==> src/common/fp_slice_config.svh <==
// Build-time configuration of the SIMD floating-point slice
`ifndef FP_SLICE_CONFIG_SVH
`define FP_SLICE_CONFIG_SVH

// --------------------
// Datapath
// --------------------
`define SLICE_WIDTH 32     // One FP32 lane or two FP16 lanes
`define NUM_LANES 2

// --------------------
// Pipeline and tagging
// --------------------
// Register stages per lane, 0 to 3 are supported
`define NUM_PIPE_REGS 1
`define TAG_BITS 4         // Operation tag travelling with lane 0

`endif

==> src/common/fp_format_pkg.sv <==
// Floating-point formats, status flags and NaN and sign classification helpers
`include "fp_slice_config.svh"

package fp_format_pkg;

  typedef enum logic {
    FP32 = 1'b0,
    FP16 = 1'b1
  } fp_format_e;

  localparam int unsigned FP32_WIDTH = 32;
  localparam int unsigned FP16_WIDTH = 16;

  typedef logic [`SLICE_WIDTH-1:0] lane_word_t;  // FP16 uses the low half

  typedef struct packed {
    logic nv;  // Invalid
    logic dz;  // Divide by zero
    logic of;  // Overflow
    logic uf;  // Underflow
    logic nx;  // Inexact
  } status_t;

  function automatic int unsigned fp_width(fp_format_e fmt);
    return (fmt == FP32) ? FP32_WIDTH : FP16_WIDTH;
  endfunction

  function automatic logic sign_bit(lane_word_t val, fp_format_e fmt);
    return (fmt == FP32) ? val[FP32_WIDTH-1] : val[FP16_WIDTH-1];
  endfunction

  // Exponent all ones with the quiet bit set
  function automatic logic is_qnan(lane_word_t val, fp_format_e fmt);
    if (fmt == FP32) begin
      return (&val[30:23]) & val[22];
    end
    return (&val[14:10]) & val[9];
  endfunction

  // Exponent all ones, quiet bit clear, nonzero payload
  function automatic logic is_snan(lane_word_t val, fp_format_e fmt);
    if (fmt == FP32) begin
      return (&val[30:23]) & ~val[22] & (|val[21:0]);
    end
    return (&val[14:10]) & ~val[9] & (|val[8:0]);
  endfunction

  function automatic logic is_nan(lane_word_t val, fp_format_e fmt);
    return is_qnan(val, fmt) | is_snan(val, fmt);
  endfunction

  function automatic lane_word_t canonical_nan(fp_format_e fmt);
    return (fmt == FP32) ? 32'h7fc0_0000 : 32'hffff_7e00;  // FP16 comes NaN-boxed
  endfunction

endpackage

==> src/common/slice_op_pkg.sv <==
// Operation encoding and the per-lane records carried through the slice pipeline
`include "fp_slice_config.svh"

package slice_op_pkg;

  import fp_format_pkg::*;

  typedef enum logic [2:0] {
    SGNJ  = 3'd0,
    SGNJN = 3'd1,
    SGNJX = 3'd2,
    MIN   = 3'd3,
    MAX   = 3'd4
  } operation_e;

  // Travels next to the data so the packer knows how to assemble the result
  typedef struct packed {
    fp_format_e fmt;
    logic       vectorial;
  } lane_aux_t;

  typedef struct packed {
    lane_word_t result;
    status_t    status;
    logic       mask;     // SIMD mask bit of this lane
    lane_aux_t  aux;
  } lane_payload_t;

  typedef logic [`TAG_BITS-1:0] tag_t;

endpackage

==> src/common/lane_if.sv <==
// Lane request and response channels between decode, lanes and result packing
`timescale 1ns/1ps

interface lane_req_if import fp_format_pkg::*; import slice_op_pkg::*; ();

  logic       valid;
  logic       ready;
  lane_word_t operand_a;
  lane_word_t operand_b;
  operation_e op;
  logic       mask;
  lane_aux_t  aux;

  // Decode side
  modport source (output valid, operand_a, operand_b, op, mask, aux, input ready);
  // Lane side
  modport sink (input valid, operand_a, operand_b, op, mask, aux, output ready);

endinterface

interface lane_rsp_if import fp_format_pkg::*; import slice_op_pkg::*; ();

  logic       valid;
  logic       ready;
  lane_word_t result;
  status_t    status;
  logic       mask;
  lane_aux_t  aux;

  // Lane side
  modport source (output valid, result, status, mask, aux, input ready);
  // Packer side
  modport sink (input valid, result, status, mask, aux, output ready);

endinterface

==> src/lane/fp_lane.sv <==
// One SIMD lane computing sign injection or min/max followed by its pipeline
`timescale 1ns/1ps
`include "fp_slice_config.svh"

module fp_lane import fp_format_pkg::*; import slice_op_pkg::*; #(
  parameter int unsigned LaneIdx = 0
) (
  input  logic       clk_i,
  input  logic       rst_n_i,
  lane_req_if.sink   req_i,
  lane_rsp_if.source rsp_o,
  output logic       busy_o
);

  fp_format_e    lane_fmt;
  logic          sign_a;
  logic          sign_b;
  logic          res_sign;
  logic [30:0]   mag_a;
  logic [30:0]   mag_b;
  logic          nan_a;
  logic          nan_b;
  logic          a_lt_b;
  logic          is_minmax;
  lane_word_t    sgnj_word;
  lane_word_t    minmax_word;
  status_t       op_status;
  lane_payload_t pipe_in;
  lane_payload_t pipe_out;

  // Upper lanes only ever carry FP16
  assign lane_fmt = (LaneIdx == 0) ? req_i.aux.fmt : FP16;

  assign sign_a = sign_bit(req_i.operand_a, lane_fmt);
  assign sign_b = sign_bit(req_i.operand_b, lane_fmt);
  assign mag_a  = (lane_fmt == FP32) ? req_i.operand_a[30:0] : {16'h0, req_i.operand_a[14:0]};
  assign mag_b  = (lane_fmt == FP32) ? req_i.operand_b[30:0] : {16'h0, req_i.operand_b[14:0]};
  assign nan_a  = is_nan(req_i.operand_a, lane_fmt);
  assign nan_b  = is_nan(req_i.operand_b, lane_fmt);

  // --------------------
  // Sign injection
  // --------------------
  always_comb begin
    case (req_i.op)
      SGNJN:   res_sign = ~sign_b;
      SGNJX:   res_sign = sign_a ^ sign_b;
      default: res_sign = sign_b;
    endcase
  end

  assign sgnj_word = (lane_fmt == FP32) ? {res_sign, req_i.operand_a[30:0]}
                                        : {16'hffff, res_sign, req_i.operand_a[14:0]};

  // --------------------
  // Min / max
  // --------------------
  // Sign decides first, so -0 orders below +0
  assign a_lt_b = (sign_a != sign_b) ? sign_a : (sign_a ? (mag_a > mag_b) : (mag_a < mag_b));

  always_comb begin
    if (nan_a && nan_b) begin
      minmax_word = canonical_nan(lane_fmt);
    end else if (nan_a) begin
      minmax_word = req_i.operand_b;  // NaN loses against a number
    end else if (nan_b) begin
      minmax_word = req_i.operand_a;
    end else if ((req_i.op == MIN) == a_lt_b) begin
      minmax_word = req_i.operand_a;
    end else begin
      minmax_word = req_i.operand_b;
    end
    if (lane_fmt == FP16) begin
      minmax_word[31:16] = '1;
    end
  end

  assign is_minmax = (req_i.op == MIN) || (req_i.op == MAX);

  always_comb begin
    op_status    = '0;
    op_status.nv = is_minmax & (is_snan(req_i.operand_a, lane_fmt) |
                                is_snan(req_i.operand_b, lane_fmt));
  end

  assign pipe_in = '{result: is_minmax ? minmax_word : sgnj_word,
                     status: op_status, mask: req_i.mask, aux: req_i.aux};

  lane_pipe #(
    .PayloadType (lane_payload_t),
    .NumRegs     (`NUM_PIPE_REGS)
  ) i_lane_pipe (
    .clk_i       (clk_i),
    .rst_n_i     (rst_n_i),
    .in_valid_i  (req_i.valid),
    .in_ready_o  (req_i.ready),
    .in_data_i   (pipe_in),
    .out_valid_o (rsp_o.valid),
    .out_ready_i (rsp_o.ready),
    .out_data_o  (pipe_out),
    .busy_o      (busy_o)
  );

  assign rsp_o.result = pipe_out.result;
  assign rsp_o.status = pipe_out.status;
  assign rsp_o.mask   = pipe_out.mask;
  assign rsp_o.aux    = pipe_out.aux;

endmodule

==> src/lane/lane_pipe.sv <==
// Valid/ready register chain for any payload type
`timescale 1ns/1ps

module lane_pipe #(
  parameter type         PayloadType = logic,
  parameter int unsigned NumRegs     = 1
) (
  input  logic       clk_i,
  input  logic       rst_n_i,
  input  logic       in_valid_i,
  output logic       in_ready_o,
  input  PayloadType in_data_i,
  output logic       out_valid_o,
  input  logic       out_ready_i,
  output PayloadType out_data_o,
  output logic       busy_o
);

  // Index i holds the item after i register stages
  logic [NumRegs:0] stage_valid;
  logic [NumRegs:0] stage_ready;
  PayloadType       stage_data [NumRegs+1];

  assign stage_valid[0] = in_valid_i;
  assign stage_data[0]  = in_data_i;
  assign in_ready_o     = stage_ready[0];

  for (genvar i = 0; i < NumRegs; i++) begin : gen_stage
    logic       valid_q;
    PayloadType data_q;

    // Advance when the next stage moves on or only holds a bubble
    assign stage_ready[i] = stage_ready[i+1] | ~stage_valid[i+1];

    always_ff @(posedge clk_i or negedge rst_n_i) begin
      if (!rst_n_i) begin
        valid_q <= 1'b0;
      end else if (stage_ready[i]) begin
        valid_q <= stage_valid[i];
      end
    end

    always_ff @(posedge clk_i) begin
      if (stage_ready[i] && stage_valid[i]) begin
        data_q <= stage_data[i];
      end
    end

    assign stage_valid[i+1] = valid_q;
    assign stage_data[i+1]  = data_q;
  end

  assign stage_ready[NumRegs] = out_ready_i;  // Driven by downstream
  assign out_valid_o          = stage_valid[NumRegs];
  assign out_data_o           = stage_data[NumRegs];
  assign busy_o               = |(stage_valid >> 1);  // Registered stages only
endmodule

==> src/source/fp_slice_top.sv <==
// SIMD floating-point slice with sign injection and min/max on FP32 or 2x FP16
`timescale 1ns/1ps
`include "fp_slice_config.svh"

module fp_slice_top import fp_format_pkg::*; import slice_op_pkg::*; (
  input  logic                  clk_i,
  input  logic                  rst_n_i,
  input  lane_word_t            operand_a_i,
  input  lane_word_t            operand_b_i,
  input  operation_e            op_i,
  input  fp_format_e            fmt_i,
  input  logic                  vectorial_op_i,
  input  logic [`NUM_LANES-1:0] simd_mask_i,
  input  tag_t                  tag_i,
  input  logic                  in_valid_i,
  output logic                  in_ready_o,
  output lane_word_t            result_o,
  output status_t               status_o,
  output tag_t                  tag_o,
  output logic                  out_valid_o,
  input  logic                  out_ready_i,
  output logic                  busy_o
);

  logic [`NUM_LANES-1:0] lane_busy;

  lane_req_if lane_req [`NUM_LANES] ();
  lane_rsp_if lane_rsp [`NUM_LANES] ();

  slice_decode i_slice_decode (
    .operand_a_i    (operand_a_i),
    .operand_b_i    (operand_b_i),
    .op_i           (op_i),
    .fmt_i          (fmt_i),
    .vectorial_op_i (vectorial_op_i),
    .simd_mask_i    (simd_mask_i),
    .in_valid_i     (in_valid_i),
    .in_ready_o     (in_ready_o),
    .req_o          (lane_req)
  );

  for (genvar lane = 0; lane < `NUM_LANES; lane++) begin : gen_lanes
    fp_lane #(
      .LaneIdx (lane)
    ) i_fp_lane (
      .clk_i   (clk_i),
      .rst_n_i (rst_n_i),
      .req_i   (lane_req[lane]),
      .rsp_o   (lane_rsp[lane]),
      .busy_o  (lane_busy[lane])
    );
  end

  // Tag runs beside lane 0 with the same handshake
  lane_pipe #(
    .PayloadType (tag_t),
    .NumRegs     (`NUM_PIPE_REGS)
  ) i_tag_pipe (
    .clk_i       (clk_i),
    .rst_n_i     (rst_n_i),
    .in_valid_i  (in_valid_i),
    .in_ready_o  (),
    .in_data_i   (tag_i),
    .out_valid_o (),
    .out_ready_i (out_ready_i),
    .out_data_o  (tag_o),
    .busy_o      ()
  );

  slice_result i_slice_result (
    .rsp_i       (lane_rsp),
    .out_ready_i (out_ready_i),
    .result_o    (result_o),
    .status_o    (status_o),
    .out_valid_o (out_valid_o)
  );

  assign busy_o = |lane_busy;

endmodule

==> src/source/slice_decode.sv <==
// Slice decode that splits operands into lanes and issues per-lane requests
`timescale 1ns/1ps
`include "fp_slice_config.svh"

module slice_decode import fp_format_pkg::*; import slice_op_pkg::*; (
  input  lane_word_t             operand_a_i,
  input  lane_word_t             operand_b_i,
  input  operation_e             op_i,
  input  fp_format_e             fmt_i,
  input  logic                   vectorial_op_i,
  input  logic [`NUM_LANES-1:0]  simd_mask_i,
  input  logic                   in_valid_i,
  output logic                   in_ready_o,
  lane_req_if.source             req_o [`NUM_LANES]
);

  logic      vector_op;
  logic      lane0_ready;
  lane_aux_t aux_data;

  // Only FP16 can be split, a vectorial FP32 request runs as scalar
  assign vector_op = vectorial_op_i & (fmt_i == FP16);

  assign aux_data = '{fmt: fmt_i, vectorial: vector_op};

  assign lane0_ready = req_o[0].ready;
  assign in_ready_o  = lane0_ready;  // Upstream follows lane 0

  // --------------------
  // Lane requests
  // --------------------
  for (genvar lane = 0; lane < `NUM_LANES; lane++) begin : gen_lane_req
    localparam int unsigned LANE = unsigned'(lane);

    // Upper lanes only for vectors and only together with lane 0
    if (lane == 0) begin : gen_first
      assign req_o[lane].valid = in_valid_i;
    end else begin : gen_upper
      assign req_o[lane].valid = in_valid_i & vector_op & lane0_ready;
    end

    // Move this lane's element down to bit 0, the lane ignores upper bits
    assign req_o[lane].operand_a = operand_a_i >> (LANE * fp_width(fmt_i));
    assign req_o[lane].operand_b = operand_b_i >> (LANE * fp_width(fmt_i));

    assign req_o[lane].op   = op_i;
    assign req_o[lane].mask = simd_mask_i[lane];
    assign req_o[lane].aux  = aux_data;
  end

endmodule

==> src/source/slice_result.sv <==
// Result packer that assembles lane results by format and collapses status
`timescale 1ns/1ps
`include "fp_slice_config.svh"

module slice_result import fp_format_pkg::*; import slice_op_pkg::*; (
  lane_rsp_if.sink      rsp_i [`NUM_LANES],
  input  logic          out_ready_i,
  output lane_word_t    result_o,
  output status_t       status_o,
  output logic          out_valid_o
);

  lane_word_t                     lane_result [`NUM_LANES];
  status_t    [`NUM_LANES-1:0]    lane_status;
  logic       [`NUM_LANES-1:0]    lane_mask;
  logic       [`NUM_LANES-1:0]    lane_valid;
  lane_aux_t                      result_aux;

  // Lane 0 always carries the packing information
  assign result_aux = rsp_i[0].aux;

  for (genvar lane = 0; lane < `NUM_LANES; lane++) begin : gen_lane_rsp
    logic lane_used;

    // Upper lanes only take part in vector results
    assign lane_used = (lane == 0) | result_aux.vectorial;

    assign lane_result[lane] = rsp_i[lane].result;
    assign lane_status[lane] = rsp_i[lane].status;
    assign lane_mask[lane]   = rsp_i[lane].mask;
    assign lane_valid[lane]  = rsp_i[lane].valid & lane_used;
    assign rsp_i[lane].ready = out_ready_i & lane_used;
  end

  // --------------------
  // Result packing
  // --------------------
  always_comb begin
    if (result_aux.fmt == FP32) begin
      result_o = lane_result[0];
    end else begin
      result_o = '1;  // NaN-box whatever stays unused
      for (int i = 0; i < `NUM_LANES; i++) begin
        if (i == 0 || result_aux.vectorial) begin
          result_o[i*FP16_WIDTH +: FP16_WIDTH] = lane_result[i][FP16_WIDTH-1:0];
        end
      end
    end
  end

  // Status of masked-out or idle lanes is dropped
  always_comb begin
    status_o = '0;
    for (int i = 0; i < `NUM_LANES; i++) begin
      status_o |= lane_status[i] & {5{lane_mask[i] & lane_valid[i]}};
    end
  end

  assign out_valid_o = lane_valid[0];

endmodule

==> config.mk <==
export PLATFORM = sky130hd
export DESIGN_NAME = fp_slice_top
export DESIGN_NICKNAME = d
export VERILOG_FILES = /design/src/common/fp_format_pkg.sv /design/src/common/slice_op_pkg.sv /design/src/common/lane_if.sv /design/src/lane/fp_lane.sv /design/src/lane/lane_pipe.sv /design/src/source/fp_slice_top.sv /design/src/source/slice_decode.sv /design/src/source/slice_result.sv
export VERILOG_INCLUDE_DIRS = /design/src /design/src/common
export SDC_FILE = /design/constraint.sdc
export NUM_CORES = 1
export LEC_CHECK = 0
export BUFFER_PORTS_ARGS = -buffer_cell sky130_fd_sc_hd__buf_2
export CAP_MARGIN = 10
export CORE_AREA = 10 10 209 161
export CTS_CLUSTER_SIZE = 28
export DETAILED_ROUTE_END_ITERATION = 10
export DIE_AREA = 0 0 219 171
export GPL_TIMING_DRIVEN = 0
export PLACE_DENSITY = 0.5
export SLEW_MARGIN = 20
export SYNTH_ARGS = -nofsm -noshare
export SYNTH_HDL_FRONTEND = slang
export SYNTH_HIERARCHICAL = 1
export SYNTH_SLANG_ARGS = --single-unit
==> constraint.sdc <==
create_clock -name clk_i -period 3.45 [get_ports clk_i]
set_input_delay 0.1725 -clock clk_i [delete_from_list [all_inputs] [get_ports clk_i]]
set_output_delay 0.1725 -clock clk_i [all_outputs]
set_load 0.01 [all_outputs]
==> flow_summary.ini <==
[critical_path]
end_kind = flip-flop
path_common_cell = nor4_4
slowest_stage = nor4_4
start_kind = input pin
cpPeakStageDelay_ps = 450
timing.rr.end = gen_lanes[1].i_fp_lane/i_lane_pipe/out_data_o[21]$_DFFE_PP_
regToRegStartpoint = gen_lanes[0].i_fp_lane/i_lane_pipe/out_data_o[0]$_DFFE_PP_
worstSetupPathType = in -> reg
crit_required_ps = 3530
crit_chain = buf_4 > buf_12 > clkbuf_16 > clkbuf_8 > nand2b_1 > ha_1 > nand4_1 > nor4_4 > nand3_1 > o221ai_2 > a21o_1 > nor4_4 > nor3b_4 > buf_6 > buf_8 > mux2_4
critPathTopFamily = simple AND/OR/NAND/NOR gates
crit_buf_inv = 6
rr_worst_depth = 3
cp_max_fo = 10
rrSetupSlack_ps = 1940
arrival_ps = 3420

[sta]
setup_ws_ps = 112
finalCriticalPeriod_ps = 3340
slew-limit-headroom = 0.572
grt_setup_unrepaired = no
worst_slew_pin_slew_ps = 624
fmax_ghz = 0.300
slew_violations = 0
holdWs_ps = 16.3
final-hold-violation-count = 0
setup_viol = 0
final.setup_skew_ps = 6.85
fin_crit_sh = 0.968
finalSetupTns_ps = 0

[clock_network]
cts_made_buffers = 9
worstSkewPairLatency_ps = 340
cts_tree = done
clock_sink_count = 69
cts-root-buf = clkbuf_16
cts_max_level = 3
ctsLongestPathBuffers = 2
path_clk_slew_ps = 60

[pwr]
total_power_mw = 2.70
powerDensity_nw_per_um2 = 328
peakVddDrop_mv = 0.161
p_leak_nw = 3.37

[grt]
grt.overflow.total = 0
grt_max_degree = 41
grt_pass1_wl_mm = 32.0
grt.total_usage = 0.111
antenna_found_initial = 10
grt_pass1_vias = 5286

[floorplan]
dieArea_um2 = 37400
rows = 55
start_util = 0.218
die_w_um = 219
ios = 123
die_h_um = 171
core_um2 = 29700

[layout]
drive_gt1_frac = 0.429
fin_area_um2 = 8250
nNetsFinal = 918
final_util = 0.278
n_fill_cell = 3170
syn2layout_area_growth_pct = 27.4
final_cells = 1204

[synth]
ys_warn_count = 6
syn_inst = 675
syn_avg_cell_area_um2 = 9.59
synthesis.area_um2 = 6480

[routing]
first_pass_iters = 5
ant_nets = 0
drt-vias-per-instance = 4.38
drc = 0
drtIter0Drc = 359
avgRoutedWirePerCell_um = 17.7
vias = 5273
wl_mm = 21.3

[run_status]
status = completed

[hold_path]
holdPathStages = 1
whs_endpoint = gen_lanes[1].i_fp_lane/i_lane_pipe/out_data_o[2]$_DFFE_PP_
worst_hold_path_type = in -> reg
min-delay-start = simd_mask_i[1]

[placed_design]
dpl_cell_area_um2 = 7720
dp_hpwl_mm = 17.6
gp_congestion = 0.811
io_buffers = 85
dp_slack_ps = -985
dpl.cell_count = 1165

[job]
cap_viol_max_count = 0
worst register-to-register path: stages, from the launching register on:
cell and delay, ps:
edfxtp_1 510, and2_1 180, nand2b_4 120, and2_4 350
where the power goes:
part	total, mW	internal [mW]	switching, mW
sequential	0.992	0.976	0.0161
combinational	0.776	0.371	0.405
clock	0.936	0.582	0.354
worst max path at each step:
| stage | to | cells past startpoint | startpoint | slack (ps) |
|---|---|---|---|---|
| after global placement | gen_lanes[0].i_fp_lane/i_lane_pipe/out_data_o[17]$_DFFE_PP_ | 16 | fmt_i | -990 |
| after CTS | gen_lanes[0].i_fp_lane/i_lane_pipe/out_data_o[17]$_DFFE_PP_ | 17 | fmt_i | 10 |
| after detailed placement | gen_lanes[0].i_fp_lane/i_lane_pipe/out_data_o[17]$_DFFE_PP_ | 16 | fmt_i | -980 |
| after floorplan | gen_lanes[0].i_fp_lane/i_lane_pipe/out_data_o[13]$_DFFE_PP_ | 16 | fmt_i | -30 |
| final | gen_lanes[0].i_fp_lane/i_lane_pipe/out_data_o[17]$_DFFE_PP_ | 16 | fmt_i | 110 |
| after global routing | gen_lanes[0].i_fp_lane/i_lane_pipe/out_data_o[17]$_DFFE_PP_ | 16 | fmt_i | 7 |
state kept, by name, summed over array words and instances (netlist names):
signal	cells
i_tag_pipe/busy_o	1
i_tag_pipe/out_data_o	4
gen_lanes.i_fp_lane/i_lane_pipe/out_data_o	62
gen_lanes.i_fp_lane/i_lane_pipe/busy_o	2
metal layers:
metal / wire length (um) / up-vias / global-route usage / part of all wire
met5: 50 / - / 0 / 0.0024
met4: 159 / 6 / 0.0248 / 0.0075
met3: 1460 / 15 / 0.0302 / 0.069
met2: 8950 / 130 / 0.162 / 0.42
met1: 10600 / 2476 / 0.158 / 0.50
li1: - / 2646 / - / -
timing repair:
action,4_1_cts,5_1_grt
hold endpoints to repair,8,0
pin swaps,8,8
hold buffers,6,0
endpoints found under the setup margin,32,32
setup buffers,8,3
gates resized for setup,15,6
gates cloned,1,0
cell usage in the layout, fill, tap and decap left out, types with 11 or more instances in the layout:
master,n
buf_4,106
buf_2,87
edfxtp_1,66
nor2_1,41
inv_1,37
ha_1,36
a21oi_1,33
and2_2,33
nand2_1,25
nor3_1,20
nand3_1,20
nand4_1,17
o22a_1,15
a32o_1,14
nand2b_4,13
nor2b_1,11
mux2_2,11
layout make-up:
class                   count  area, um2  area share
well taps                 399        499      0.0605
inverters                  39        146      0.0177
flip-flops and latches     69       2060       0.249
diodes                      7       17.5     0.00212
multi-input cells         454       3720       0.450
repair buffers            103        589      0.0714
plain buffers             117        923       0.112
clock buffers              11        243      0.0294
clock inverters             5       60.1     0.00728
Power figures use the tool's default switching activity.
